===== src/design/cpu_cfg_pkg.sv =====
// CPU configuration package with word width, register file size, memory depths and reset PC
package cpu_cfg_pkg;

    ////////////////////////////////////////////////////////////////////////////
    // Datapath and register file
    ////////////////////////////////////////////////////////////////////////////

    localparam int unsigned data_w     = 32;                 // Data word width
    localparam int unsigned reg_count  = 16;                 // Architectural registers
    localparam int unsigned reg_addr_w = $clog2(reg_count);  // Register index width

    ////////////////////////////////////////////////////////////////////////////
    // Word-addressed memories
    ////////////////////////////////////////////////////////////////////////////

    localparam int unsigned imem_depth  = 64;                 // Instruction words
    localparam int unsigned dmem_depth  = 64;                 // Data words
    localparam int unsigned imem_addr_w = $clog2(imem_depth); // Also the PC width
    localparam int unsigned dmem_addr_w = $clog2(dmem_depth); // Data address width

    // First fetch address after reset
    localparam logic [imem_addr_w-1:0] reset_pc = '0;

endpackage : cpu_cfg_pkg


===== src/design/dmem.sv =====
// Data memory with combinational read and clocked write
`timescale 1ns/100ps

module dmem import cpu_cfg_pkg::*; (
    input  logic                   clk,
    input  logic                   we,     // SW strobe
    input  logic [dmem_addr_w-1:0] addr,   // Word address
    input  logic [data_w-1:0]      wd,
    output logic [data_w-1:0]      rd
);

    logic [data_w-1:0] mem [dmem_depth];

    ////////////////////////////////////////////////////////////////////////////
    // Store
    ////////////////////////////////////////////////////////////////////////////

    // Lands at the closing edge of the SW cycle
    always_ff @(posedge clk) begin
        if (we) begin
            mem[addr] <= wd;
        end
    end

    ////////////////////////////////////////////////////////////////////////////
    // Load
    ////////////////////////////////////////////////////////////////////////////

    assign rd = mem[addr];  // LW result same cycle

endmodule : dmem


===== config.mk =====
export PLATFORM = sky130hd
export DESIGN_NAME = dmem
export DESIGN_NICKNAME = d
export VERILOG_FILES = /design/src/design/cpu_cfg_pkg.sv /design/src/design/dmem.sv
export SDC_FILE = /design/constraint.sdc
export NUM_CORES = 2
export LEC_CHECK = 0
export BUFFER_PORTS_ARGS = -buffer_cell sky130_fd_sc_hd__buf_2
export CAP_MARGIN = 5
export CORE_UTILIZATION = 35
export DETAILED_ROUTE_END_ITERATION = 10
export PLACE_DENSITY = 0.45
export SYNTH_ARGS = -nofsm -noshare
export SYNTH_HDL_FRONTEND = slang
export SYNTH_SLANG_ARGS = --single-unit
export TNS_END_PERCENT = 20

===== constraint.sdc =====
create_clock -name clk -period 11.9 [get_ports clk]
set_input_delay 2.38 -clock clk [delete_from_list [all_inputs] [get_ports clk]]
set_output_delay 2.38 -clock clk [all_outputs]
set_load 0.005 [all_outputs]

==> results.yml <==
min_path:
  min_path_type: "input pin to flop"
  worstHoldStart: "wd[9]"
timing:
  max_freq_mhz: 108
  layout_min_cycle_time_ns: 9.24
  rsz0062_at_grt: "false"
  fin_crit_sh: 0.777
  drv_slew: 0
  hold_viol_final: 0
  max_slew_margin: 0.00240
  worst_slew_pin_slew_ns: 1.46
  setup_tns_ns: 0
  setup_violations: 0
final_layout:
  top_register: "mem"
  largestRegisters: "mem: 2048 flops"
  largest_register_ffs: 2048
  final_nets: 4397
  area_growth_pct: 14.3
  layout_common_cells: "edfxtp_1 (2048), mux2i_1 (259), clkbuf_16 (217), a22oi_1 (188), a221oi_1 (175)"
  regArea_mm2: 0.0615
  design_area_mm2: 0.0895
  layout_commonest_cell: "edfxtp_1"
  nFillCells: 20000
  multi_input_area_mm2: 0.0161
  drive_gt1_frac: 0.186
route:
  routedWlPerCell_um: 32.1
  drc: 0
  drt-total-wl_mm: 241
  drt-pass1-iter-count: 6
  drt_iter0_drc: 4154
  dr_total_vias: 41900
  ant_nets: 0
  routed_via_density: 5.58
floorplanning:
  start_util: 0.352
  rows: 173
  die_x_um: 475
  die_area_mm2: 0.226
  fp.dieH_um: 475
  fp.coreArea_mm2: 0.222
  pin_count: 72
setup_path:
  startpoint_type: "input pin"
  critPathRequiredTime_ns: 9.52
  critPathLaunch: "addr[0]"
  crit_arrival_ns: 6.86
  path_class: "input pin to primary output"
  cp-end-kind: "primary output"
  path_max_fanout: 107
global_routing:
  grt-ovfl-total: 0
  grt_use_total: 0.212
  grt_pass1_vias: 41900
  grt_max_degree: 130
  antenna_found_initial: 17
  grt_pass1_wl_mm: 336
yosys:
  synth_area_per_cell_um2: 18.6
  synth_top_flop_cell: "edfxtp_1"
  syn_nets: 4247
  ys_types: 55
  synthCells: 4207
  yosysWarnings: 0
  synth_edf_count: 2048
  synth-seq-area-share: 0.786
  synthArstFlopShare: 0
  synth_area_mm2: 0.0783
  ys_ff_latch: 2048
clock_tree:
  h-tree-depth: 4
  cts_buffer_depth: 3
  post_cts_buffers: 0
  clockRootBuffer: "clkbuf_16"
  cts.reportedPaths.clkPinSlew_ns: 0.06
  cts_resized: 0
  holdBufCountCts: 0
  cts_sinks: 2048
  cts_tree: "built"
  cts_buffers: 212
placed_design:
  placed_area_mm2: 0.0830
  gp_congestion: 0.774
  portBuffers: 71
  dp_hpwl_mm: 134
job:
  maxCapViolCount: 1
pwr:
  peakVddDrop_mv: 0.121
  powerDensity_mw_per_mm2: 169
  p_leak_nw: 28.3
run_status:
  violations: "capacitance limit"
  status: "finished with violations"
## per-stage QoR
| step | cells | setup WS [ns] | utilization | hold slack [ns] | power [mW] |
|---|---|---|---|---|---|
| floorplan | 4207 | 4.97 | - | 2.48 | 8.54 |
| global placement | 7117 | 2.45 | 0.373 | 3.08 | 8.96 |
| detailed placement | 7118 | 2.84 | 0.373 | 3.10 | 8.97 |
| CTS | 7503 | 2.83 | 0.402 | 2.18 | 15.3 |
| global route | 7508 | 2.74 | 0.403 | 2.21 | 15.6 |
| finish | 7511 | 2.66 | 0.403 | 2.22 | 15.1 |
## final cells by class
cell class              instances  area share
diodes                          8    0.000224
inverters                       2    0.000168
clock inverters               112     0.00959
well taps                    2975      0.0416
clock buffers                 273      0.0630
repair buffers                234      0.0185
flip-flops and latches       2048       0.687
multi-input cells            1859       0.180
## synthesized netlist by cell type (15+ instances only)
library cell / number / share of area
a2111oi_0: 15 / 0.0017
buf_1: 33 / 0.0016
o22a_1: 70 / 0.0078
o22ai_1: 93 / 0.0074
nand3_1: 54 / 0.0035
a31oi_1: 43 / 0.0034
a211oi_1: 17 / 0.0016
a22o_1: 66 / 0.0074
mux4_2: 96 / 0.028
a221o_1: 15 / 0.0019
a222oi_1: 16 / 0.0020
mux2i_1: 259 / 0.033
a22oi_1: 188 / 0.018
o21ai_0: 84 / 0.0054
nand2_1: 28 / 0.0013
nor2_1: 145 / 0.0070
mux2_2: 147 / 0.021
o2bb2ai_1: 15 / 0.0017
buf_2: 83 / 0.0053
a21oi_1: 121 / 0.0077
and3_1: 85 / 0.0068
clkbuf_1: 168 / 0.0081
a221oi_1: 175 / 0.020
or4_1: 15 / 0.0014
nand2b_1: 18 / 0.0014
edfxtp_1: 2048 / 0.79
nor3_1: 22 / 0.0014
## cell families after synthesis
| logic type | after synthesis | share of synthesized area |
|---|---|---|
| flops | 2048 | 0.786 |
| compound gates | 933 | 0.0873 |
| mux | 502 | 0.0819 |
| simple gates | 424 | 0.0283 |
| buf+inv | 300 | 0.0170 |
## report_power, final
group	internal [mW]	leakage [nW]	switching [mW]
sequential	7.99	18.4	0.0100
clock	3.56	3.16	2.77
combinational	0.231	6.70	0.572
total	11.8	28.3	3.35
## critical path, cell delays in order
cell       delay [ns]
buf_8            0.36
buf_12           0.44
nor2b_4          0.34
buf_4            0.41
a221o_1          0.41
o21ai_0          0.08
nand3_1          0.17
a2111oi_0        1.19
nand3_1          0.39
buf_2            0.25
## worst paths after layout
path	depth (start not counted)	slack, ns	endpoint
setup / recovery	10	2.66	rd[4]
hold / removal	2	2.22	mem[46][9]$_DFFE_PP_
## per-layer routing
metal,vias to the layer above,track usage,share of wire
met5,-,0,0.00017
met3,266,0.0314,0.052
met4,6,0.0549,0.023
met2,1285,0.347,0.48
met1,22500,0.293,0.44
li1,17900,-,-
Note: power is estimated with default switching activity, not from simulation.
