===== src/design/cpu_cfg_pkg.sv =====
// CPU configuration package with word width, register file size, memory depths and reset PC
package cpu_cfg_pkg;

    ////////////////////////////////////////////////////////////////////////////
    // Datapath and register file
    ////////////////////////////////////////////////////////////////////////////

    localparam int unsigned data_w     = 32;                 // Data word width
    localparam int unsigned reg_count  = 16;                 // Architectural registers
    localparam int unsigned reg_addr_w = $clog2(reg_count);  // Register index width

    ////////////////////////////////////////////////////////////////////////////
    // Word-addressed memories
    ////////////////////////////////////////////////////////////////////////////

    localparam int unsigned imem_depth  = 64;                 // Instruction words
    localparam int unsigned dmem_depth  = 64;                 // Data words
    localparam int unsigned imem_addr_w = $clog2(imem_depth); // Also the PC width
    localparam int unsigned dmem_addr_w = $clog2(dmem_depth); // Data address width

    // First fetch address after reset
    localparam logic [imem_addr_w-1:0] reset_pc = '0;

endpackage : cpu_cfg_pkg


===== src/design/imem.sv =====
// Instruction memory with a clocked load port and combinational fetch
`timescale 1ns/100ps

module imem import cpu_cfg_pkg::*; (
    input  logic                   clk,
    input  logic                   prog_we,    // Loader strobe
    input  logic [imem_addr_w-1:0] prog_addr,
    input  logic [data_w-1:0]      prog_data,
    input  logic [imem_addr_w-1:0] addr,       // PC
    output logic [data_w-1:0]      instr
);

    logic [data_w-1:0] mem [imem_depth];

    ////////////////////////////////////////////////////////////////////////////
    // Program load
    ////////////////////////////////////////////////////////////////////////////

    // Written while the core sits in reset
    always_ff @(posedge clk) begin
        if (prog_we) begin
            mem[prog_addr] <= prog_data;
        end
    end

    ////////////////////////////////////////////////////////////////////////////
    // Fetch
    ////////////////////////////////////////////////////////////////////////////

    assign instr = mem[addr];  // Same-cycle read

endmodule : imem


===== config.mk =====
export PLATFORM = sky130hd
export DESIGN_NAME = imem
export DESIGN_NICKNAME = d
export VERILOG_FILES = /design/src/design/cpu_cfg_pkg.sv /design/src/design/imem.sv
export SDC_FILE = /design/constraint.sdc
export NUM_CORES = 2
export LEC_CHECK = 0
export BUFFER_PORTS_ARGS = -buffer_cell sky130_fd_sc_hd__buf_2
export CORE_MARGIN = 2
export CORE_UTILIZATION = 60
export DETAILED_ROUTE_END_ITERATION = 8
export GPL_TIMING_DRIVEN = 0
export MAX_ROUTING_LAYER = met4
export PLACE_DENSITY = 0.76
export SLEW_MARGIN = 20
export SYNTH_ARGS = -nofsm -noshare
export SYNTH_HDL_FRONTEND = slang
export SYNTH_SLANG_ARGS = --single-unit

===== constraint.sdc =====
create_clock -name clk -period 5.34 [get_ports clk]
set_clock_uncertainty 0.15 [all_clocks]
set_input_delay 1.068 -clock clk [delete_from_list [all_inputs] [get_ports clk]]
set_output_delay 1.068 -clock clk [all_outputs]
set_load 0.005 [all_outputs]

==> flow_summary_export.csv <==
group,metric,value,unit
outcome,outcome,"finished, violations left",
outcome,failed_checks,"setup timing",
floorplanning,dieArea,133000,sq um
sta,hold_violations,0,
placed_design,place_area,84000,sq um
setup_path,start_kind,"input pin",
global_route,grt_max_degree,65,
final_layout,final_cells,5621,
clock_network,h-tree-depth,4,
sta,min_period_over_period,104,%
synthesis,yosys_warnings,0,
sta,setup_slack,-0.234,ns
routing,route.detailed.drc,0,
synthesis,syn_avg_cell_area,23.7,sq um
global_route,grt_pass1_wl,343,mm
final_layout,largest_reg_flops,2048,
global_route,first_global_vias,42000,
final_layout,layout.nets,3738,
clock_network,cts_tree,"done",
sta,tightest_slew,1.26,ns
routing,wl_met2,115,mm
placed_design,dp_hpwl,150,mm
setup_path,cpMostUsedCell,"buf_2",
global_route,track_usage,40.3,%
placed_design,io_buffers,69,
power,powerDensity,374,nW/um^2
final_layout,drive_gt1_share,33.4,%
routing,drt_pass1_iterations,9,
floorplanning,core_area,129000,sq um
setup_path,path_cells,"buf_4 > buf_2 > nand2b_2 > clkbuf_1 > o22ai_1 > nor2_1 > a21oi_1 > nor2_2 > buf_2",
clock_network,cts_buffers,194,
floorplanning,initial_core_util,60.3,%
clock_network,clk_pin_slew_worst_paths,0.07,ns
routing,drt-total-wl,258,mm
synthesis,synth.distinct_cells,33,
setup_path,crit_fanout,10,
global_route,antenna_found_initial,18,
synthesis,synth_fp_nets,3338,
routing,wl_met3,42.8,mm
final_layout,synthToLayoutAreaGrowth,16.8,%
power,irDropWorstVdd,0.000380,V
floorplanning,core.rowCount,132,
setup_path,critical_path_class,"input pin to primary output",
hold_path,hold_class,"input pin to flip-flop",
sta,finalCriticalPeriod,5.57,ns
setup_path,cp.required,4.12,ns
routing,wl_per_cell,45.9,um
job,cap_violations,0,
final_layout,regMostFlops,"mem",
synthesis,synth_edf_count,2048,
sta,whs,0.637,ns
synthesis,netlist_instances,3292,
placed_design,place_congestion,0.883,
placed_design,placed_cells,5237,
setup_path,arrival,4.36,ns
routing,drtIter0Drc,9322,
clock_network,clkSinkCount,2048,
hold_path,whs_path_depth,1,
setup_path,cp-end-kind,"primary output",
setup_path,slowest_delay,0.64,ns
setup_path,cpMaxStageDelayCell,"clkbuf_1",
hold_path,holdPathEnd,"mem[56][17]$_DFFE_PP_",
synthesis,synth_seq_cells,2048,
synthesis,seq_area_frac_synth,79.0,%
clock_network,clk_path_buf_depth,3,
floorplanning,die_x,364,um
global_route,grt_overflow,0,
routing,num_vias,42500,
final_layout,reg.largest.list,"mem: 2048 flops",
sta,fmax,179,MHz
floorplanning,ios,78,
sta,maxSlewViolCount,0,
final_layout,final_area,91000,sq um
sta,slew-limit-headroom,16.2,%
routing,via_per_inst,7.56,
floorplanning,die_h,364,um
synthesis,syn_area,77900,sq um
clock_network,cts-root-buf,"clkbuf_16",
routing,drt-met1-wl,76.0,mm
final_layout,fillers,7062,
routing,final_antenna_net_count,0,
sta,setup_violations,25,
hold_path,hp-start,"prog_data[17]",
synthesis,synthFlopType,"edfxtp_1",
power,p_leak,28.5,nW
synthesis,ys_async_sr_fraction,0,%
routing,highest_layer,"met4",
==> worst max-delay path by stage <==
stage                            start                    end  slack [ns]  cells after the start
after floorplan           prog_addr[3]   mem[48][0]$_DFFE_PP_        0.96                      4
after global placement    prog_addr[3]  mem[48][31]$_DFFE_PP_       -2.63                      4
after detailed placement       addr[1]              instr[19]       -1.04                     10
after CTS                      addr[1]              instr[13]       0.007                     10
after global routing           addr[0]              instr[16]       -0.13                     11
final                          addr[1]              instr[26]       -0.23                      9
==> per-stage QoR <==
| step | util [%] | total power, W | worst slack, ns | setup TNS, ns |
|---|---|---|---|---|
| 6_report | 70.4 | 0.0341 | -0.234 | -2.27 |
| 5_1_grt | 70.4 | 0.0346 | -0.135 | -0.308 |
| 4_1_cts | 70.3 | 0.0339 | 0.00681 | 0 |
| 3_5_place_dp | 65.0 | 0.0200 | -1.04 | -18.66 |
| 3_3_place_gp | 62.3 | 0.0199 | -2.63 | -1622.45 |
| 2_1_floorplan | - | 0.0190 | 0.962 | 0 |
==> cell type report <==
class / count / area, sq um / area share [%]
flip-flops and latches: 2048 / 61500 / 67.6
repair buffers: 207 / 3500 / 3.85
clock buffers: 222 / 4980 / 5.47
well taps: 1742 / 2180 / 2.40
clock inverters: 142 / 1490 / 1.63
multi-input cells: 1062 / 16300 / 17.9
diodes: 19 / 47.5 / 0.0523
plain buffers: 179 / 1040 / 1.14
==> power breakdown <==
part	total (W)	leakage, nW	internal [W]	switching, W
Sequential	0.0178	18.4	0.0178	0.0000358
Clock	0.0142	3.15	0.00796	0.00627
Combinational	0.00199	6.96	0.000650	0.00134
Total	0.0341	28.5	0.0264	0.00765
==> Yosys cell counts (7+ instances only) <==
cell      count  area share, %
a21oi_1      62           0.40
mux2i_1      93            1.2
buf_1        21           0.10
nand2b_1      8          0.064
edfxtp_1   2048             79
nor2_1      137           0.66
a311oi_1      8          0.090
nor2b_1      15           0.12
a22oi_1      12           0.12
buf_4        25           0.24
mux4_2      544             16
buf_2        57           0.37
nand2_1      26           0.13
clkbuf_1     74           0.36
o221ai_1     27           0.30
o22ai_1      84           0.67
nor3_1        7          0.045
==> critical path: cells and delay by family <==
family                 cells  cell delay (ns)
AO/OA/AOI/OAI              2             0.43
buffers and inverters      4             1.52
AND/OR/NAND/NOR            3             1.29
==> cells in the final DEF, fill, tap and decap left out, types with 12 or more instances in the layout <==
cell type / instances
mux4_2: 544
clkinv_2: 37
a22oi_1: 12
buf_16: 66
o22ai_1: 80
nor2_1: 69
clkinv_1: 51
clkbuf_1: 59
buf_4: 81
bufinv_16: 25
a21oi_1: 36
nand2_1: 25
buf_2: 84
nor2_4: 65
edfxtp_1: 2048
o221ai_1: 25
a21oi_2: 13
mux2i_1: 89
clkbuf_2: 36
clkbuf_16: 195
a21oi_4: 13
nor2b_1: 15
diode_2: 19
buf_12: 56
==> metal layers <==
layer	vias up	GRT usage [%]
li1	15000	-
met1	21400	47.5
met2	4831	57.5
met3	1294	15.4
met4	0	28.1
met5	-	-
==> kinds of logic after synthesis <==
group / share of synthesized area [%]
AO/OA/AOI/OAI: 1.69
flip-flops: 79.0
AND/OR/NAND/NOR: 1.28
multiplexers: 16.9
buffers and inverters: 1.14
==> repair_timing <==
action / in CTS / in global routing
resized for setup: 119 / 45
buffers inserted: 4 / 0
setup endpoints to repair: 28 / 25
hold buffers: 0 / 0
pin swaps: 1 / 0
Note: power is estimated with default switching activity, not from simulation.
