### src/design/cpu_cfg_pkg.sv
// CPU configuration package with word width, register file size, memory depths and reset PC
package cpu_cfg_pkg;

    ////////////////////////////////////////////////////////////////////////////
    // Datapath and register file
    ////////////////////////////////////////////////////////////////////////////

    localparam int unsigned data_w     = 32;                 // Data word width
    localparam int unsigned reg_count  = 16;                 // Architectural registers
    localparam int unsigned reg_addr_w = $clog2(reg_count);  // Register index width

    ////////////////////////////////////////////////////////////////////////////
    // Word-addressed memories
    ////////////////////////////////////////////////////////////////////////////

    localparam int unsigned imem_depth  = 64;                 // Instruction words
    localparam int unsigned dmem_depth  = 64;                 // Data words
    localparam int unsigned imem_addr_w = $clog2(imem_depth); // Also the PC width
    localparam int unsigned dmem_addr_w = $clog2(dmem_depth); // Data address width

    // First fetch address after reset
    localparam logic [imem_addr_w-1:0] reset_pc = '0;

endpackage : cpu_cfg_pkg

### src/design/isa_pkg.sv
// Instruction set package with opcodes, instruction field positions and ALU operation codes
package isa_pkg;

    ////////////////////////////////////////////////////////////////////////////
    // Field layout of one instruction word
    ////////////////////////////////////////////////////////////////////////////

    localparam int unsigned op_w    = 5;   // Opcode width
    localparam int unsigned aluop_w = 4;   // ALU operation width
    localparam int unsigned imm_w   = 15;  // Immediate width before extension
    localparam int unsigned ctrl_w  = 11;  // Decoder control word width

    localparam int unsigned op_msb  = 31;
    localparam int unsigned op_lsb  = 27;
    localparam int unsigned rd_msb  = 26;  // Destination when reg_dst set
    localparam int unsigned rd_lsb  = 23;
    localparam int unsigned rs_msb  = 22;  // First source
    localparam int unsigned rs_lsb  = 19;
    localparam int unsigned rt_msb  = 18;  // Second source or destination
    localparam int unsigned rt_lsb  = 15;
    localparam int unsigned imm_msb = 14;  // Sign bit of immediate
    localparam int unsigned imm_lsb = 0;

    ////////////////////////////////////////////////////////////////////////////
    // Opcodes
    ////////////////////////////////////////////////////////////////////////////

    localparam logic [op_w-1:0] op_noop = 5'b00000;
    localparam logic [op_w-1:0] op_jr   = 5'b00001;  // PC from rs
    localparam logic [op_w-1:0] op_bne  = 5'b00010;
    localparam logic [op_w-1:0] op_be   = 5'b00011;
    localparam logic [op_w-1:0] op_bl   = 5'b00100;
    localparam logic [op_w-1:0] op_bg   = 5'b00101;
    localparam logic [op_w-1:0] op_ble  = 5'b00110;
    localparam logic [op_w-1:0] op_bge  = 5'b00111;
    localparam logic [op_w-1:0] op_lilo = 5'b01010;  // Load immediate
    localparam logic [op_w-1:0] op_lw   = 5'b01110;
    localparam logic [op_w-1:0] op_sw   = 5'b01111;
    localparam logic [op_w-1:0] op_rst  = 5'b10010;  // Clear rt
    localparam logic [op_w-1:0] op_add  = 5'b10011;
    localparam logic [op_w-1:0] op_xor  = 5'b10110;
    localparam logic [op_w-1:0] op_and  = 5'b10111;
    localparam logic [op_w-1:0] op_or   = 5'b11000;
    localparam logic [op_w-1:0] op_mult = 5'b11010;  // Low word into rt
    localparam logic [op_w-1:0] op_sll  = 5'b11110;
    localparam logic [op_w-1:0] op_slr  = 5'b11111;

    ////////////////////////////////////////////////////////////////////////////
    // ALU operations
    ////////////////////////////////////////////////////////////////////////////

    localparam logic [aluop_w-1:0] alu_add   = 4'b0000;
    localparam logic [aluop_w-1:0] alu_and   = 4'b0001;
    localparam logic [aluop_w-1:0] alu_or    = 4'b0010;
    localparam logic [aluop_w-1:0] alu_xor   = 4'b0011;
    localparam logic [aluop_w-1:0] alu_mul   = 4'b0100;
    localparam logic [aluop_w-1:0] alu_sll   = 4'b0101;
    localparam logic [aluop_w-1:0] alu_srl   = 4'b0110;
    localparam logic [aluop_w-1:0] alu_zero  = 4'b0111;
    localparam logic [aluop_w-1:0] alu_be    = 4'b1000;  // Branch compares
    localparam logic [aluop_w-1:0] alu_bne   = 4'b1001;
    localparam logic [aluop_w-1:0] alu_bl    = 4'b1010;
    localparam logic [aluop_w-1:0] alu_bg    = 4'b1011;
    localparam logic [aluop_w-1:0] alu_ble   = 4'b1100;
    localparam logic [aluop_w-1:0] alu_bge   = 4'b1101;
    localparam logic [aluop_w-1:0] alu_passb = 4'b1111;  // Immediate through

endpackage : isa_pkg

### src/design/alu.sv
// ALU with arithmetic, logic, shift, multiply and signed branch compare
`timescale 1ns/100ps

module alu import cpu_cfg_pkg::*, isa_pkg::*; (
    input  logic [data_w-1:0]  a,       // rs
    input  logic [data_w-1:0]  b,       // rt or extended immediate
    input  logic [aluop_w-1:0] aluop,
    output logic [data_w-1:0]  result,
    output logic               cond     // Branch condition met
);

    logic [4:0]        shamt;   // Shift distance
    logic [data_w-1:0] sum;
    logic              eq;
    logic              lt;      // Signed a < b

    assign shamt = b[4:0];
    assign sum   = a + b;
    assign eq    = (a == b);
    assign lt    = ($signed(a) < $signed(b));

    ////////////////////////////////////////////////////////////////////////////
    // Result
    ////////////////////////////////////////////////////////////////////////////

    always_comb begin
        case (aluop)
            alu_add:   result = sum;
            alu_and:   result = a & b;
            alu_or:    result = a | b;
            alu_xor:   result = a ^ b;
            alu_mul:   result = a * b;       // Low word kept
            alu_sll:   result = a << shamt;
            alu_srl:   result = a >> shamt;  // Logical shift with zero fill
            alu_zero:  result = '0;
            alu_passb: result = b;
            default:   result = sum;         // Branch codes fall here
        endcase
    end

    ////////////////////////////////////////////////////////////////////////////
    // Branch condition
    ////////////////////////////////////////////////////////////////////////////

    always_comb begin
        case (aluop)
            alu_be:  cond = eq;
            alu_bne: cond = ~eq;
            alu_bl:  cond = lt;
            alu_bg:  cond = ~lt & ~eq;
            alu_ble: cond = lt | eq;
            alu_bge: cond = ~lt;
            default: cond = 1'b0;  // Not a branch
        endcase
    end

endmodule : alu

### src/design/regfile.sv
// Register file with two combinational reads, one clocked write and register 0 tied to zero
`timescale 1ns/100ps

module regfile import cpu_cfg_pkg::*; (
    input  logic                  clk,
    input  logic                  reset,
    input  logic                  we,
    input  logic [reg_addr_w-1:0] ra1,
    input  logic [reg_addr_w-1:0] ra2,
    input  logic [reg_addr_w-1:0] wa,
    input  logic [data_w-1:0]     wd,
    output logic [data_w-1:0]     rd1,
    output logic [data_w-1:0]     rd2
);

    logic [data_w-1:0] regs [reg_count];

    // Reset wipes every entry
    always_ff @(posedge clk) begin
        if (reset) begin
            for (int i = 0; i < reg_count; i++) begin
                regs[i] <= '0;
            end
        end else if (we) begin
            regs[wa] <= wd;                       // Visible next cycle
        end
    end

    // Index 0 always reads back as zero
    assign rd1 = (ra1 == '0) ? '0 : regs[ra1];
    assign rd2 = (ra2 == '0) ? '0 : regs[ra2];

endmodule : regfile

### src/design/datapath.sv
// Datapath with PC, next-PC select, immediate extension, register file, ALU and write-back
`timescale 1ns/100ps

module datapath import cpu_cfg_pkg::*, isa_pkg::*; (
    input  logic                   clk,
    input  logic                   reset,
    input  logic                   reg_write,
    input  logic                   reg_dst,
    input  logic                   branch,
    input  logic                   mem_write,
    input  logic                   mem_to_reg,
    input  logic                   jump,
    input  logic                   alu_src,
    input  logic [aluop_w-1:0]     aluop,
    input  logic [data_w-1:0]      instr,
    input  logic [data_w-1:0]      read_data,      // From data memory
    output logic [op_w-1:0]        op,             // To decoder
    output logic [imem_addr_w-1:0] pc,
    output logic                   mem_write_out,
    output logic [data_w-1:0]      alu_out,        // Also the data address
    output logic [data_w-1:0]      write_data      // Store data
);

    logic [reg_addr_w-1:0]  rs;
    logic [reg_addr_w-1:0]  rt;
    logic [reg_addr_w-1:0]  rd;
    logic [reg_addr_w-1:0]  write_reg;
    logic [data_w-1:0]      imm_ext;
    logic [data_w-1:0]      rd1;
    logic [data_w-1:0]      rd2;
    logic [data_w-1:0]      src_b;
    logic [data_w-1:0]      result;
    logic                   cond;
    logic [imem_addr_w-1:0] pc_plus1;
    logic [imem_addr_w-1:0] pc_branch;
    logic [imem_addr_w-1:0] pc_next;

    ////////////////////////////////////////////////////////////////////////////
    // Field split and immediate
    ////////////////////////////////////////////////////////////////////////////

    assign op = instr[op_msb:op_lsb];
    assign rd = instr[rd_msb:rd_lsb];
    assign rs = instr[rs_msb:rs_lsb];
    assign rt = instr[rt_msb:rt_lsb];

    // Sign extend 15-bit immediate
    assign imm_ext = {{(data_w-imm_w){instr[imm_msb]}}, instr[imm_msb:imm_lsb]};

    ////////////////////////////////////////////////////////////////////////////
    // Program counter
    ////////////////////////////////////////////////////////////////////////////

    assign pc_plus1  = pc + 1'b1;
    assign pc_branch = pc_plus1 + imm_ext[imem_addr_w-1:0];  // Wraps in imem

    always_comb begin
        if (jump) begin
            pc_next = rd1[imem_addr_w-1:0];  // JR target
        end else if (branch && cond) begin
            pc_next = pc_branch;
        end else begin
            pc_next = pc_plus1;
        end
    end

    always_ff @(posedge clk) begin
        if (reset) begin
            pc <= reset_pc;
        end else begin
            pc <= pc_next;
        end
    end

    ////////////////////////////////////////////////////////////////////////////
    // Register file, ALU and write-back
    ////////////////////////////////////////////////////////////////////////////

    assign write_reg = reg_dst ? rd : rt;               // rd for R-type and LILO
    assign src_b     = alu_src ? imm_ext : rd2;

    regfile u_regfile (
        .clk   (clk),
        .reset (reset),
        .we    (reg_write),
        .ra1   (rs),
        .ra2   (rt),
        .wa    (write_reg),
        .wd    (result),
        .rd1   (rd1),
        .rd2   (rd2)
    );

    alu u_alu (
        .a      (rd1),
        .b      (src_b),
        .aluop  (aluop),
        .result (alu_out),
        .cond   (cond)
    );

    assign result        = mem_to_reg ? read_data : alu_out;  // LW takes memory
    assign write_data    = rd2;                               // SW stores rt
    assign mem_write_out = mem_write & ~reset;                // No stores in reset

endmodule : datapath

### config.mk
export PLATFORM = sky130hd
export DESIGN_NAME = datapath
export DESIGN_NICKNAME = d
export VERILOG_FILES = /design/src/design/cpu_cfg_pkg.sv /design/src/design/isa_pkg.sv /design/src/design/alu.sv /design/src/design/regfile.sv /design/src/design/datapath.sv
export SDC_FILE = /design/constraint.sdc
export NUM_CORES = 2
export LEC_CHECK = 0
export BUFFER_PORTS_ARGS = -buffer_cell sky130_fd_sc_hd__buf_2
export CORE_UTILIZATION = 50
export DETAILED_ROUTE_END_ITERATION = 6
export HOLD_SLACK_MARGIN = 0.06
export PLACE_DENSITY_LB_ADDON = 0.05
export SLEW_MARGIN = 20
export SYNTH_ARGS = -nofsm -noshare
export SYNTH_HDL_FRONTEND = slang
export SYNTH_HIERARCHICAL = 1
export SYNTH_SLANG_ARGS = --single-unit
### constraint.sdc
create_clock -name clk -period 10.6 [get_ports clk]
set_input_delay 1.06 -clock clk [delete_from_list [all_inputs] [get_ports clk]]
set_output_delay 1.06 -clock clk [all_outputs]
set_load 0.01 [all_outputs]
==> flow_summary_export.csv <==
group,metric,value,unit
layout,layout_common_cells,"buf_4 (503), and2_1 (486), edfxtp_1 (481)",
yosys,synth_cell_types,75,
worst_setup_path,startpoint_type,"primary input",
placement,dpl_cell_area,54800,sq um
worst_setup_path,rrSetupSlack,1.17,ns
grt,grt-ovfl-total,0,
floorplanning,rows,114,
layout,drive_above_1_share,0.246,
yosys,synthArstFlopShare,0,
grt,grt_max_degree,58,
placement,dp_hpwl,155,mm
worst_setup_path,r2r_end,"u_regfile/regs[6][24]$_SDFFCE_PN0P_",
layout,layout.nets,5843,
grt,grt_pass1_vias,41227,
clock_network,clkTransAtPathRegs,0.06,ns
worst_hold_path,hold_start,"pc[5]$_SDFF_PP0_",
grt,grt.total_usage,0.422,
clock_network,cts_buffers,47,
sta,worst_pin_slew,1.19,ns
worst_setup_path,cp_max_fo,7,
sta,holdWs,0.669,ns
worst_setup_path,worstSetupEndpointType,"primary output",
sta,rsz0062_at_grt,"yes",
yosys,synth.avg_cell_area,10.4,sq um
route,wl,212,mm
floorplanning,dieArea,99400,sq um
route,ant_nets,0,
worst_setup_path,timing.rr.start,"u_regfile/regs[8][2]$_SDFFCE_PN0P_",
job,maxCapViolations,0,
sta,fin_crit,10.52,ns
yosys,ys_ff_latch,487,
sta,setup-violations-final,0,
yosys,synth_flop_cell,"edfxtp_1",
clock_network,max-clock-path-buffers,3,
worst_setup_path,cp-startpoint,"instr[15]",
sta,fmax,0.0950,GHz
worst_setup_path,r2r_cells,32,
yosys,ys_warn_count,6,
worst_setup_path,cp.required,9.54,ns
worst_hold_path,hold_end,"pc[5]$_SDFF_PP0_",
grt,grt_pass1_wl,296,mm
yosys,synth_area_leaders,"edfxtp_1 (29%), fa_1 (17%), mux4_2 (8.5%), and2_1 (6.2%), ha_1 (5.8%)",
clock_network,cts_tree,"built",
grt,antenna_found_initial,18,
clock_network,hold_buffers,0,
yosys,synth_top_area_cell,"edfxtp_1",
route,vias,41225,
floorplanning,die_h,315,um
worst_setup_path,cpMostUsedCell,"fa_1",
clock_network,cts_sinks,487,
sta,slew_headroom,0.210,
yosys,synth.top_cell.area_share,0.294,
placement,gp_congestion,1.09,
yosys,netlist_area,49100,sq um
layout,synthToLayoutAreaGrowth,17.0,%
placement,port_buffers,142,
status,violations,"design-rule violations",
yosys,synth_nets,5441,
worst_hold_path,hold_class,"flop to flop",
sta,finClkSkew,0.0297,ns
sta,period_share,0.993,
layout,final_common_cell,"buf_4",
sta,final_max_slew_viol_count,0,
yosys,synth.yosys.seq_area_share,0.297,
yosys,synth_cells,4727,
layout,stdcell_area,57400,sq um
route,wire_per_inst,32.9,um
yosys,synth_edf_count,481,
route,drc,16,
clock_network,insertion_delay,0.59,ns
clock_network,root_buffer,"clkbuf_16",
worst_setup_path,crit_path_top_delay_cell,"fa_1",
worst_hold_path,hold_depth,3,
floorplanning,top_level_ports,153,
route,drt_iter0_drc,4887,
layout,final_util,0.592,
route,vias_per_cell,6.39,
floorplanning,die_w,315,um
sta,hold_viol_final,0,
floorplanning,start_util,0.506,
worst_setup_path,cp.arrival,9.46,ns
status,status,"complete, but fails checks",
worst_setup_path,slowest_delay,0.56,ns
floorplanning,core_area,97000,sq um
clock_network,htree_levels,2,
route,firstDrtPassIters,7,
worst_setup_path,critical_path_class,"primary input to primary output",
-- through the flow --
stage	TNS [ns]	setup WS, ns	std cells
after floorplan	0	0.0329	4727
after global placement	-3.33	-0.367	6306
after detailed placement	-4.63	-0.392	6306
after CTS	0	0.000276	6396
after global routing	-0.546	-0.105	6442
final	0	0.0781	6447
-- flip-flops by register name, summed over array words and instances, names as in the netlist --
signal	cells
u_regfile/regs	481
pc	6
-- cells in the mapped netlist, drive strengths merged, types with 8 or more instances --
| master | count |
|---|---|
| and2 | 488 |
| inv | 487 |
| edfxtp | 481 |
| nor2 | 471 |
| fa | 410 |
| nand2 | 294 |
| clkbuf | 269 |
| ha | 227 |
| mux4 | 185 |
| o21ai | 135 |
| mux2 | 126 |
| mux2i | 119 |
| buf | 103 |
| a21oi | 92 |
| xnor2 | 75 |
| nor3 | 67 |
| a221oi | 64 |
| a22oi | 58 |
| nor2b | 50 |
| o22ai | 42 |
| nand2b | 39 |
| a221o | 38 |
| o22a | 31 |
| a21o | 30 |
| o31a | 30 |
| xor2 | 27 |
| a211oi | 25 |
| or3 | 21 |
| o2111ai | 19 |
| o211ai | 18 |
| or2 | 18 |
| a31oi | 17 |
| and3 | 16 |
| nand3 | 16 |
| a211o | 12 |
| o21a | 10 |
| nor4 | 9 |
| o21bai | 9 |
| a2111oi | 8 |
| nand4 | 8 |
| o31ai | 8 |
-- what timing repair did --
| action | in CTS | in global routing |
|---|---|---|
| pin swaps | 10 | 86 |
| buffers inserted | 5 | 40 |
| setup endpoints to repair | 12 | 14 |
| gates resized for setup | 51 | 129 |
| gates cloned | 1 | 5 |
-- final cells by class --
cell class	instances	area, sq um
flip-flops and latches	487	14600
clock buffers	60	1270
diodes	7	17.5
well taps	1276	1600
multi-input cells	3374	31800
fillers	8392	39600
inverters	494	1900
clock inverters	24	164
repair buffers	725	6100
-- worst max path at each step --
| stage | to | slack, ns | depth (start not counted) |
|---|---|---|---|
| CTS | alu_out[31] | 0.0003 | 29 |
| finish | alu_out[24] | 0.08 | 32 |
| floorplan | alu_out[29] | 0.03 | 33 |
| global route | alu_out[16] | -0.11 | 35 |
| detailed placement | alu_out[30] | -0.39 | 32 |
| global placement | alu_out[27] | -0.37 | 31 |
-- critical path: cells and delay by family --
| kind | cells | cell delay [ns] |
|---|---|---|
| simple gates | 3 | 0.25 |
| mux | 2 | 0.83 |
| compound gates | 8 | 1.66 |
| fa+ha+maj | 9 | 4.31 |
| buf+inv | 10 | 1.35 |
-- routing by layer --
metal | vias to the layer above | track usage | wire, um
li1 | 17153 | - | -
met1 | 20746 | 0.530 | 77600
met2 | 2625 | 0.671 | 97200
met3 | 691 | 0.0927 | 22000
met4 | 10 | 0.253 | 15200
met5 | - | 0 | 54
-- cell families after synthesis --
family,Yosys count,share of synthesized area
AOI/OAI and AO/OA,687,0.0997
DFF,487,0.297
and+or+nand+nor,1518,0.153
adders and majority gates,637,0.225
muxes,430,0.138
xor gates and xnor gates,102,0.0182
buffers and inverters,866,0.0691
Power is left out: the tool's default activity adds up to more than one toggle a clock period on the data nets, which glitch-free logic cannot reach.
