[src/design/isa_pkg.sv]
// Instruction set package with opcodes, instruction field positions and ALU operation codes
package isa_pkg;

    ////////////////////////////////////////////////////////////////////////////
    // Field layout of one instruction word
    ////////////////////////////////////////////////////////////////////////////

    localparam int unsigned op_w    = 5;   // Opcode width
    localparam int unsigned aluop_w = 4;   // ALU operation width
    localparam int unsigned imm_w   = 15;  // Immediate width before extension
    localparam int unsigned ctrl_w  = 11;  // Decoder control word width

    localparam int unsigned op_msb  = 31;
    localparam int unsigned op_lsb  = 27;
    localparam int unsigned rd_msb  = 26;  // Destination when reg_dst set
    localparam int unsigned rd_lsb  = 23;
    localparam int unsigned rs_msb  = 22;  // First source
    localparam int unsigned rs_lsb  = 19;
    localparam int unsigned rt_msb  = 18;  // Second source or destination
    localparam int unsigned rt_lsb  = 15;
    localparam int unsigned imm_msb = 14;  // Sign bit of immediate
    localparam int unsigned imm_lsb = 0;

    ////////////////////////////////////////////////////////////////////////////
    // Opcodes
    ////////////////////////////////////////////////////////////////////////////

    localparam logic [op_w-1:0] op_noop = 5'b00000;
    localparam logic [op_w-1:0] op_jr   = 5'b00001;  // PC from rs
    localparam logic [op_w-1:0] op_bne  = 5'b00010;
    localparam logic [op_w-1:0] op_be   = 5'b00011;
    localparam logic [op_w-1:0] op_bl   = 5'b00100;
    localparam logic [op_w-1:0] op_bg   = 5'b00101;
    localparam logic [op_w-1:0] op_ble  = 5'b00110;
    localparam logic [op_w-1:0] op_bge  = 5'b00111;
    localparam logic [op_w-1:0] op_lilo = 5'b01010;  // Load immediate
    localparam logic [op_w-1:0] op_lw   = 5'b01110;
    localparam logic [op_w-1:0] op_sw   = 5'b01111;
    localparam logic [op_w-1:0] op_rst  = 5'b10010;  // Clear rt
    localparam logic [op_w-1:0] op_add  = 5'b10011;
    localparam logic [op_w-1:0] op_xor  = 5'b10110;
    localparam logic [op_w-1:0] op_and  = 5'b10111;
    localparam logic [op_w-1:0] op_or   = 5'b11000;
    localparam logic [op_w-1:0] op_mult = 5'b11010;  // Low word into rt
    localparam logic [op_w-1:0] op_sll  = 5'b11110;
    localparam logic [op_w-1:0] op_slr  = 5'b11111;

    ////////////////////////////////////////////////////////////////////////////
    // ALU operations
    ////////////////////////////////////////////////////////////////////////////

    localparam logic [aluop_w-1:0] alu_add   = 4'b0000;
    localparam logic [aluop_w-1:0] alu_and   = 4'b0001;
    localparam logic [aluop_w-1:0] alu_or    = 4'b0010;
    localparam logic [aluop_w-1:0] alu_xor   = 4'b0011;
    localparam logic [aluop_w-1:0] alu_mul   = 4'b0100;
    localparam logic [aluop_w-1:0] alu_sll   = 4'b0101;
    localparam logic [aluop_w-1:0] alu_srl   = 4'b0110;
    localparam logic [aluop_w-1:0] alu_zero  = 4'b0111;
    localparam logic [aluop_w-1:0] alu_be    = 4'b1000;  // Branch compares
    localparam logic [aluop_w-1:0] alu_bne   = 4'b1001;
    localparam logic [aluop_w-1:0] alu_bl    = 4'b1010;
    localparam logic [aluop_w-1:0] alu_bg    = 4'b1011;
    localparam logic [aluop_w-1:0] alu_ble   = 4'b1100;
    localparam logic [aluop_w-1:0] alu_bge   = 4'b1101;
    localparam logic [aluop_w-1:0] alu_passb = 4'b1111;  // Immediate through

endpackage : isa_pkg

[src/design/maindec.sv]
// Main decoder turning the 5-bit opcode into the datapath control signals
`timescale 1ns/100ps

module maindec import isa_pkg::*; (
    input  logic [op_w-1:0]    op,
    output logic               reg_write,
    output logic               reg_dst,
    output logic               branch,
    output logic               mem_write,
    output logic               mem_to_reg,
    output logic               jump,
    output logic               alu_src,
    output logic [aluop_w-1:0] aluop
);

    logic [ctrl_w-1:0] controls;  // Packed control word

    // Flag bits first, then aluop, with alu_src as the lowest bit
    assign {reg_write, reg_dst, branch, mem_write,
            mem_to_reg, jump, aluop, alu_src} = controls;

    ////////////////////////////////////////////////////////////////////////////
    // Control table
    ////////////////////////////////////////////////////////////////////////////

    // Leading six bits are reg_write, reg_dst, branch, mem_write, mem_to_reg, jump
    always_comb begin
        case (op)
            op_noop: controls = {6'b000000, alu_add,   1'b0};
            op_jr:   controls = {6'b000001, alu_add,   1'b0};  // Target from rs
            op_bne:  controls = {6'b001000, alu_bne,   1'b0};
            op_be:   controls = {6'b001000, alu_be,    1'b0};
            op_bl:   controls = {6'b001000, alu_bl,    1'b0};
            op_bg:   controls = {6'b001000, alu_bg,    1'b0};
            op_ble:  controls = {6'b001000, alu_ble,   1'b0};
            op_bge:  controls = {6'b001000, alu_bge,   1'b0};
            op_lilo: controls = {6'b110000, alu_passb, 1'b1};  // Imm into rd
            op_lw:   controls = {6'b100010, alu_add,   1'b1};  // rs+imm address
            op_sw:   controls = {6'b000100, alu_add,   1'b1};
            op_rst:  controls = {6'b100000, alu_zero,  1'b0};  // Zero into rt
            op_add:  controls = {6'b110000, alu_add,   1'b0};
            op_xor:  controls = {6'b110000, alu_xor,   1'b0};
            op_and:  controls = {6'b110000, alu_and,   1'b0};
            op_or:   controls = {6'b110000, alu_or,    1'b0};
            op_mult: controls = {6'b100000, alu_mul,   1'b0};  // Writes rt
            op_sll:  controls = {6'b110000, alu_sll,   1'b0};
            op_slr:  controls = {6'b110000, alu_srl,   1'b0};
            // Anything unlisted runs as NOOP
            default: controls = '0;
        endcase
    end

endmodule : maindec

[config.mk]
export PLATFORM = sky130hd
export DESIGN_NAME = maindec
export DESIGN_NICKNAME = d
export VERILOG_FILES = /design/src/design/isa_pkg.sv /design/src/design/maindec.sv
export SDC_FILE = /design/constraint.sdc
export NUM_CORES = 1
export LEC_CHECK = 0
export ABC_AREA = 1
export BUFFER_PORTS_ARGS = -buffer_cell sky130_fd_sc_hd__buf_2
export CAP_MARGIN = 25
export CORE_AREA = 2 2 39 41
export DETAILED_ROUTE_END_ITERATION = 16
export DIE_AREA = 0 0 41 43
export GPL_TIMING_DRIVEN = 0
export PLACE_DENSITY_LB_ADDON = 0.05
export SLEW_MARGIN = 5
export SYNTH_ARGS = -nofsm -noshare
export SYNTH_HDL_FRONTEND = slang
export SYNTH_SLANG_ARGS = --single-unit
[constraint.sdc]
create_clock -name vclk -period 1.3
set_input_delay 0.065 -clock vclk [all_inputs]
set_output_delay 0.065 -clock vclk [all_outputs]
set_load 0.005 [all_outputs]
==> summary.md, run 1 <==
| Metric | Value |
|---|---|
| Status | completed |
| Initial DRC count | 0 |
| Die span in x | 41 um |
| Xor/xnor share of the synthesized area | 0% |
| Hold_buf cts | 0 |
| Synth Area in Compound Gates | 21.8% |
| First-pass DRT Iterations | 1 |
| Max stage delay on crit path | 0.19 ns |
| F_max | 1100 MHz |
| GPL Wtd Cong | 0.718 |
| Critical path, cell by cell | buf_2, nor2_2, nand2_1, nand2_1, nand2_1, nand2_1, nand2_1, nand2_1, buf_2 |
| Top cell family by delay on the critical path | simple AND/OR/NAND/NOR gates |
| Grt ovf | 0 |
| Final Max Slew Viols | 0 |
| HPWL after DPL | 668 um |
| Post-synthesis sequential area ratio | 0% |
| DRC Markers | 0 |
| Worst Setup EP | reg_dst |
| Min-Delay Path Class | input pin to output pin |
| Crit path max fanout | 6 |
| Largest net degree at the start of global routing | 11 |
| CORE AREA | 0.00138 mm2 |
| CP Data Arrival Time | 0.85 ns |
| Fin. Hold Viols | 0 |
| CP required | 1.24 ns |
| Setup TNS | 0 ns |
| Buf+Inv Stages, Crit Path | 2 |
| Main combinational cell family by area after synthesis | simple AND/OR/NAND/NOR gates |
| Final setup vio count | 0 |
| Fin util | 25.7% |
| Num rows | 14 |
| Vias in the first global route | 309 |
| IO Port Bufs | 13 |
| Final nets | 74 |
| Critical Path Start | op[0] |
| Peak supply drop | 0.0781 mV |
| Post-Synth Adder-Cell Area | 0% |
| Storage cell area | 0 um2 |
| Mux cell area share after synthesis | 0% |
| Leak | 0.207 nW |
| Hold_ws | 0.399 ns |
| Synth Instances | 54 |
| Unrepaired setup endpoints after global routing | no |
| Initial core utilization | 19.5% |
| # diodes | 0 |
| Die extent in y | 43 um |
| Tot GR Track Use | 10.6% |
| Crit-path slowest cell | nor2_2 |
| Power Dens Cells | 310 mW/mm2 |
| Fill count | 171 |
| Post_cts resized | 0 |
| Synthesized area | 270 um2 |
| Syn Area/Cell | 5.00 um2 |
| Post-synth cell types | 17 |
| Levels on crit path | 9 |
| Dpl ws | 0.367 ns |
| Crit path top cell by count | nand2_1 |
| DR vias/cell | 4.58 |
| Global-route wire length before repair | 1.37 mm |
| Kind of critical path | input pin to output pin |
| WL per Instance | 10.4 um |
| Critical Path Start Type | input pin |
| Setup Fix Bufs, Post-CTS | 0 |
| Routed WL | 863 um |
| # clk buffers | 0 |
| Worst-Margin Slew | 0.214 ns |
| Mapped Nets | 59 |
| Max Cap Viol | 0 |
| Die area | 0.00176 mm2 |
| Area Overhead vs Synth | 31.5% |
| Seq cells | 0 |
| Post-synthesis simple-gate area fraction | 58.3% |
| I/O pins | 16 |
| Crit path time final | 0.911 ns |
| CP Capture Type | output pin |
| Slew headroom | 85.6% |
| Initial antenna violation count | 0 |
| Routed vias | 380 |
| Layout cells sized above 1 | 35.8% |
| Yosys Warn Count | 0 |
| Tcrit/Tclk final | 70.1% |
| Remaining antenna violation count after routing | 0 |
| Setup WS post-layout | 0.389 ns |
-- where the power goes --
group          internal (W)  switching [W]  leakage [nW]
sequential                0              0             0
combinational     0.0000440      0.0000662         0.207
clock                     0              0             0
total             0.0000440      0.0000662         0.207
-- through the flow --
| step | power (W) | std cells | area (um2) |
|---|---|---|---|
| final | 0.000110 | 83 | 355 |
| after global routing | 0.000125 | 83 | 355 |
| after CTS | 0.000113 | 83 | 355 |
| after detailed placement | 0.000112 | 83 | 355 |
| after global placement | 0.000114 | 83 | 355 |
| after floorplan | 0.0000724 | 54 | 270 |
-- placed cells by master, fill, tap and decap left out --
cell	n
inv_1	3
or2_1	1
nor2_2	1
nand2_4	1
a21oi_2	1
buf_6	2
inv_2	4
nand2_1	17
o21ai_0	3
nand3_1	5
nor4_2	1
nand4_1	2
nor2_1	4
a21oi_1	2
nor3_1	1
buf_2	14
o21ai_1	5
-- layer usage --
metal | routed length, um | GRT usage, % | vias to the layer above
met5 | 0 | 0 | -
met4 | 0 | 0 | 0
met3 | 28 | 0 | 0
met2 | 392 | 15.9 | 7
li1 | - | - | 207
met1 | 442 | 17.4 | 166
-- cells in the mapped netlist (all sizes together) --
master	n	area [um2]
nand2	18	75.1
o21ai	8	40.0
inv	7	26.3
nand3	5	25.0
nor2	5	21.3
a21oi	3	18.8
buf	3	27.5
nand4	2	12.5
nor3	1	5.00
nor4	1	12.5
or2	1	6.26
-- worst min-delay path, delay by kind of cell --
kind	cells	cell delay, ns
simple gates	1	0.05
buf+inv	2	0.22
-- area by class of cell --
class | instances | area (um2) | share of cell area (%)
tap | 16 | 20.0 | 5.63
timing repair buffer | 13 | 65.1 | 18.3
inverter | 7 | 26.3 | 7.39
buffer | 3 | 27.5 | 7.75
multi-input combinational | 44 | 216 | 60.9
-- cells by family after synthesis --
family / count (synthesis)
and+or+nand+nor: 33
AOI/OAI and AO/OA: 11
buffers and inverters: 10
-- worst min path at each step --
stage	from	depth (start not counted)	end	slack [ns]
final	op[3]	3	jump	0.40
after global routing	op[3]	3	jump	0.42
after global placement	op[3]	3	jump	0.41
after CTS	op[3]	3	jump	0.41
after detailed placement	op[3]	3	jump	0.40
after floorplan	op[0]	1	mem_to_reg	0.17
(Power assumes the default switching activity.)
==> run 2: changes to the inputs <==
Clock period 1.3 ns to 0.8 ns, I/O delays scaled along.
==> run 2 against run 1 <==
Critical path depth is 2 lower; combinational power is 89% higher; sequential share of layout area did not move; critical path type unchanged.
==> summary.md, run 2 (synthesized netlist as in run 1, its figures left out) <==
| Metric | Value |
|---|---|
| Status | completed (unchanged) |
| Leak | 0.222 nW (was 0.207 nW) |
| I/O pins | 16 (unchanged) |
| Min-Delay Path Class | input pin to output pin (unchanged) |
| Post-route insts no fill | 83 (unchanged) |
| DR vias/cell | 4.53 (was 4.58) |
| # clk buffers | 0 (unchanged) |
| Max Cap Viol | 0 (unchanged) |
| Worst Setup EP | aluop[2] (was reg_dst) |
| Critical Path Start | op[2] (was op[0]) |
| Worst-Margin Slew | 0.215 ns (was 0.214 ns) |
| Area Overhead vs Synth | 49.5% (was 31.5%) |
| Fin util | 29.2% (was 25.7%) |
| Tcrit/Tclk final | 98.0% |
| CP Capture Type | output pin (unchanged) |
| Kind of critical path | input pin to output pin (unchanged) |
| Clk network pwr share | 0% (about the same) |
| IO Port Bufs | 13 (unchanged) |
| Hold_buf cts | 0 (unchanged) |
| F_max | 1280 MHz |
| Critical path, cell by cell | buf_12, nor2_4, nand2_2, o21ai_1, nor2_1, a21oi_2, buf_2 (was buf_2, nor2_2, nand2_1, nand2_1, nand2_1, nand2_1, nand2_1, nand2_1, buf_2) |
| Crit path time final | 0.784 ns |
| Peak supply drop | 0.147 mV (was 0.0781 mV) |
| HPWL after DPL | 668 um (unchanged) |
| Hold_ws | 0.352 ns (was 0.399 ns) |
| Critical Path Start Type | input pin (unchanged) |
| Unrepaired setup endpoints after global routing | yes (was no) |
| WL per Instance | 10.6 um (was 10.4 um) |
| Global-route wire length before repair | 1.42 mm (was 1.37 mm) |
| Sequential power share | 0% (about the same) |
| Slew headroom | 85.5% (was 85.6%) |
| Initial core utilization | 19.5% (unchanged) |
| CORE AREA | 0.00138 mm2 (unchanged) |
| Met3 Routed Length | 21 um (was 28 um) |
| Routed vias | 376 (was 380) |
| Int Power | 0.0000921 W (was 0.0000440 W) |
| Switching share of total power | 55.7% (was 60.1%) |
| Die area | 0.00176 mm2 (unchanged) |
| Die extent in y | 43 um (unchanged) |
| Metal2 WL | 374 um (was 392 um) |
| Fin. Hold Viols | 0 (unchanged) |
| Layout cells sized above 1 | 46.3% (was 35.8%) |
| Remaining antenna violation count after routing | 0 (unchanged) |
| # diodes | 0 (unchanged) |
| Final setup vio count | 0 (unchanged) |
| Crit-path slowest cell | nor2_4 (was nor2_2) |
| Dpl ws | -0.0829 ns (was 0.367 ns) |
| Power Dens Cells | 515 mW/mm2 (was 310 mW/mm2) |
| CP required | 0.76 ns (was 1.24 ns) |
| Final Max Slew Viols | 0 (unchanged) |
| Vias in the first global route | 306 (was 309) |
| Routed WL | 881 um (was 863 um) |
| P_sw | 0.000116 W (was 0.0000662 W) |
| DRC Markers | 0 (unchanged) |
| Initial antenna violation count | 0 (unchanged) |
| Tot GR Track Use | 11.0% (was 10.6%) |
| Post-Place Cells | 83 (unchanged) |
| Fill count | 167 (was 171) |
| GPL Wtd Cong | 0.718 (unchanged) |
| Seq cells | 0 (unchanged) |
| Crit path max fanout | 6 (unchanged) |
| Die span in x | 41 um (unchanged) |
| Grt ovf | 0 (unchanged) |
| Storage cell area | 0 um2 (unchanged) |
| Comb power frac | 100.0% (about the same) |
| Num rows | 14 (unchanged) |
| Leading cell types in the layout, fill and taps excluded | nand2_1, buf_2, inv_2, nand3_1 (was nand2_1, buf_2, nand3_1, o21ai_1) |
| CP Data Arrival Time | 0.74 ns (was 0.85 ns) |
| Tot Pwr | 0.000208 W (was 0.000110 W) |
| Multi-input gate area | 238 um2 (was 216 um2) |
| First-pass DRT Iterations | 4 (was 1) |
| Max stage delay on crit path | 0.16 ns (was 0.19 ns) |
| Initial DRC count | 3 (was 0) |
| Top sig layer | met3 (unchanged) |
| Final nets | 74 (unchanged) |
| Largest net degree at the start of global routing | 11 (unchanged) |
| Setup WS post-layout | 0.0161 ns (was 0.389 ns) |
| Most common cell after layout, fill and taps aside | nand2_1 (unchanged) |
| M1 WL | 485 um (was 442 um) |
==> run 2: changes by cell type in the layout (fill, tap and decap cells not counted), moves of 2 or more <==
cell / previous run / this run
buf_2: 14 / 11
buf_6: 2 / 4
nand2_1: 17 / 13
nand2_2: 0 / 4
==> run 2: how the worst min path moves through the flow <==
stage           from    endpoint  slack [ns]  depth (start not counted)
2_1_floorplan  op[0]  mem_to_reg        0.12                          1
3_3_place_gp   op[3]        jump        0.36                          3
3_5_place_dp   op[3]        jump        0.35                          3
4_1_cts        op[0]  mem_to_reg        0.36                          3
5_1_grt        op[3]        jump        0.37                          3
6_report       op[3]        jump        0.35                          3
==> run 2: per-stage QoR <==
step | setup TNS (ns) | instance area [um2]
floorplan | 0 | 270
global placement | -0.361 | 355
global route | -0.249 | 404
CTS | 0 | 385
detailed placement | -0.327 | 355
finish | 0 | 404
==> run 2: power groups by stage <==
| stage | registers [W] | logic, W | clock network, W |
|---|---|---|---|
| 2_1_floorplan | 0 | 0.000118 | 0 |
| 3_3_place_gp | 0 | 0.000184 | 0 |
| 3_5_place_dp | 0 | 0.000182 | 0 |
| 4_1_cts | 0 | 0.000200 | 0 |
| 5_1_grt | 0 | 0.000232 | 0 |
| 6_report | 0 | 0.000208 | 0 |
==> run 2: what timing repair did <==
action,CTS,global route
cloned,0,0
setup buffers,0,0
resized for setup,11,5
setup endpoints to repair,5,7
pin swaps,2,3
==> run 2: worst max-delay path: cells and delay by family <==
family	cells	cell delay, ns
and+or+nand+nor	3	0.30
buffers and inverters	2	0.23
AOI/OAI and AO/OA	2	0.17
==> run 2: area by class of cell <==
class              count  area share [%]
plain buffers          3            8.36
inverters              7            6.50
well taps             16            4.95
repair buffers        13            21.4
multi-input cells     44            58.8
==> run 2: per-layer routing <==
metal | GRT usage [%] | vias to the layer above
li1 | - | 204
met4 | 0 | 0
met5 | 0 | -
met2 | 15.3 | 7
met3 | 0 | 0
met1 | 19.3 | 165
==> run 3: changes to the inputs <==
Settings changed: PLACE_DENSITY_LB_ADDON 0.05 to unset.
==> run 3 against run 2 <==
Design area fell by 2.2%; via count is 0.53% higher; sequential share of layout area did not move; fmax down 2.7%; hold slack worse by 0.0082 ns; worst setup slack got worse by 0.022 ns; the run now ends with negative setup slack left; count of clock-buffer cells in the layout did not move; die area stayed put; critical path type unchanged; global-route usage is 1.8 points lower; sequential cell count did not move.
==> summary.md, run 3 (synthesized netlist as in run 1, its figures left out) <==
| Metric | Value |
|---|---|
| Fin. Hold Viols | 0 (unchanged) |
| DRC Markers | 0 (unchanged) |
| Initial core utilization | 19.5% (unchanged) |
| Global-route wire length before repair | 1.25 mm (was 1.42 mm) |
| Leak | 0.221 nW (was 0.222 nW) |
| Kind of critical path | input pin to output pin (unchanged) |
| Die area | 0.00176 mm2 (unchanged) |
| CP required | 0.76 ns (about the same) |
| # diodes | 0 (unchanged) |
| Tcrit/Tclk final | 101% (was 98.0%) |
| CP Data Arrival Time | 0.77 ns (was 0.74 ns) |
| Peak supply drop | 0.144 mV (was 0.147 mV) |
| Die extent in y | 43 um (unchanged) |
| F_max | 1240 MHz (was 1280 MHz) |
| CP Capture Type | output pin (unchanged) |
| Initial DRC count | 7 (was 3) |
| # clk buffers | 0 (unchanged) |
| Power Dens Cells | 506 mW/mm2 (was 515 mW/mm2) |
| Fin util | 28.6% (was 29.2%) |
| Min-Delay Path Class | input pin to output pin (unchanged) |
| Final setup vio count | 1 (was 0) |
| HPWL after DPL | 583 um (was 668 um) |
| Worst-Margin Slew | 0.204 ns (was 0.215 ns) |
| Most common cell after layout, fill and taps aside | nand2_1 (unchanged) |
| Max Cap Viol | 0 (unchanged) |
| Hold_ws | 0.344 ns (was 0.352 ns) |
| I/O pins | 16 (unchanged) |
| Routed vias | 378 (was 376) |
| Leading cell types in the layout, fill and taps excluded | nand2_1, buf_2, nand3_1 (was nand2_1, buf_2, inv_2, nand3_1) |
| Setup WS post-layout | -0.00577 ns (was 0.0161 ns) |
| Num rows | 14 (unchanged) |
| Crit path time final | 0.806 ns (was 0.784 ns) |
| Storage cell area | 0 um2 (unchanged) |
| Status | complete, but fails checks (was completed) |
| WL per Instance | 8.90 um (was 10.6 um) |
| Violated checks | negative setup slack |
| CORE AREA | 0.00138 mm2 (unchanged) |
| Final Max Slew Viols | 0 (unchanged) |
| Remaining antenna violation count after routing | 0 (unchanged) |
| Layout cells sized above 1 | 42.6% (was 46.3%) |
| GPL Wtd Cong | 0.862 (was 0.718) |
| Unrepaired setup endpoints after global routing | yes (unchanged) |
| Slew headroom | 86.3% (was 85.5%) |
| Area Overhead vs Synth | 46.3% (was 49.5%) |
| Crit path max fanout | 6 (unchanged) |
| Vias in the first global route | 297 (was 306) |
| Largest net degree at the start of global routing | 11 (unchanged) |
| Routed WL | 748 um (was 881 um) |
| Grt ovf | 0 (unchanged) |
| Final nets | 75 (was 74) |
| Fin area | 395 um2 (was 404 um2) |
| Seq cells | 0 (unchanged) |
| Tot GR Track Use | 9.19% (was 11.0%) |
| Die span in x | 41 um (unchanged) |
| Area post-placement | 355 um2 (unchanged) |
| First-pass DRT Iterations | 2 (was 4) |
| Critical Path Start Type | input pin (unchanged) |
| DR vias/cell | 4.50 (was 4.53) |
| Dpl ws | -0.109 ns (was -0.0829 ns) |
| Initial antenna violation count | 0 (unchanged) |
| IO Port Bufs | 13 (unchanged) |
run 3: cell types whose count changed in the layout (fill, tap and decap cells not counted), sizes merged:
cell  change
buf       +1
run 3: final timing paths:
path	startpoint	end	slack, ns	cells after the start
setup / recovery	op[0]	reg_write	-0.006	7
hold / removal	op[0]	mem_to_reg	0.34	3
run 3: critical path, stage by stage:
cell,delay (ns)
buf_6,0.11
nor2_4,0.15
inv_1,0.08
o21ai_2,0.12
nand2_1,0.06
o21ai_0,0.07
buf_2,0.13
run 3: where the power goes:
| group | total [W] | leakage [nW] | switching (W) | internal (W) |
|---|---|---|---|---|
| Clock | 0 | 0 | 0 | 0 |
| Sequential | 0 | 0 | 0 | 0 |
| Combinational | 0.000200 | 0.221 | 0.000113 | 0.0000867 |
run 3: routing by layer:
layer	GRT usage, %	vias up	wire length [um]
li1	-	204	-
met1	14.2	169	332
met2	14.7	5	385
met3	0	0	30
met4	0	0	0
met5	0	-	0
run 3: metrics by stage:
stage          TNS [ns]  std cells  total power (W)
2_1_floorplan         0         54         0.000118
4_1_cts         -0.0404         83         0.000186
5_1_grt          -0.344         84         0.000224
3_3_place_gp     -0.277         83         0.000177
3_5_place_dp     -0.346         83         0.000178
6_report       -0.00577         84         0.000200
run 3: final cells by class:
class	instances	area, um2
Buffer	3	30.0
Inverter	7	26.3
Multi-Input combinational cell	44	234
Timing Repair Buffer	14	85.1
Fill cell	164	988
Tap cell	16	20.0
run 3: what timing repair did:
action	4_1_cts	5_1_grt
hold buffers	0	0
buffers inserted	0	1
endpoints found under the setup margin	5	7
pin swaps	1	3
gates resized for setup	4	9
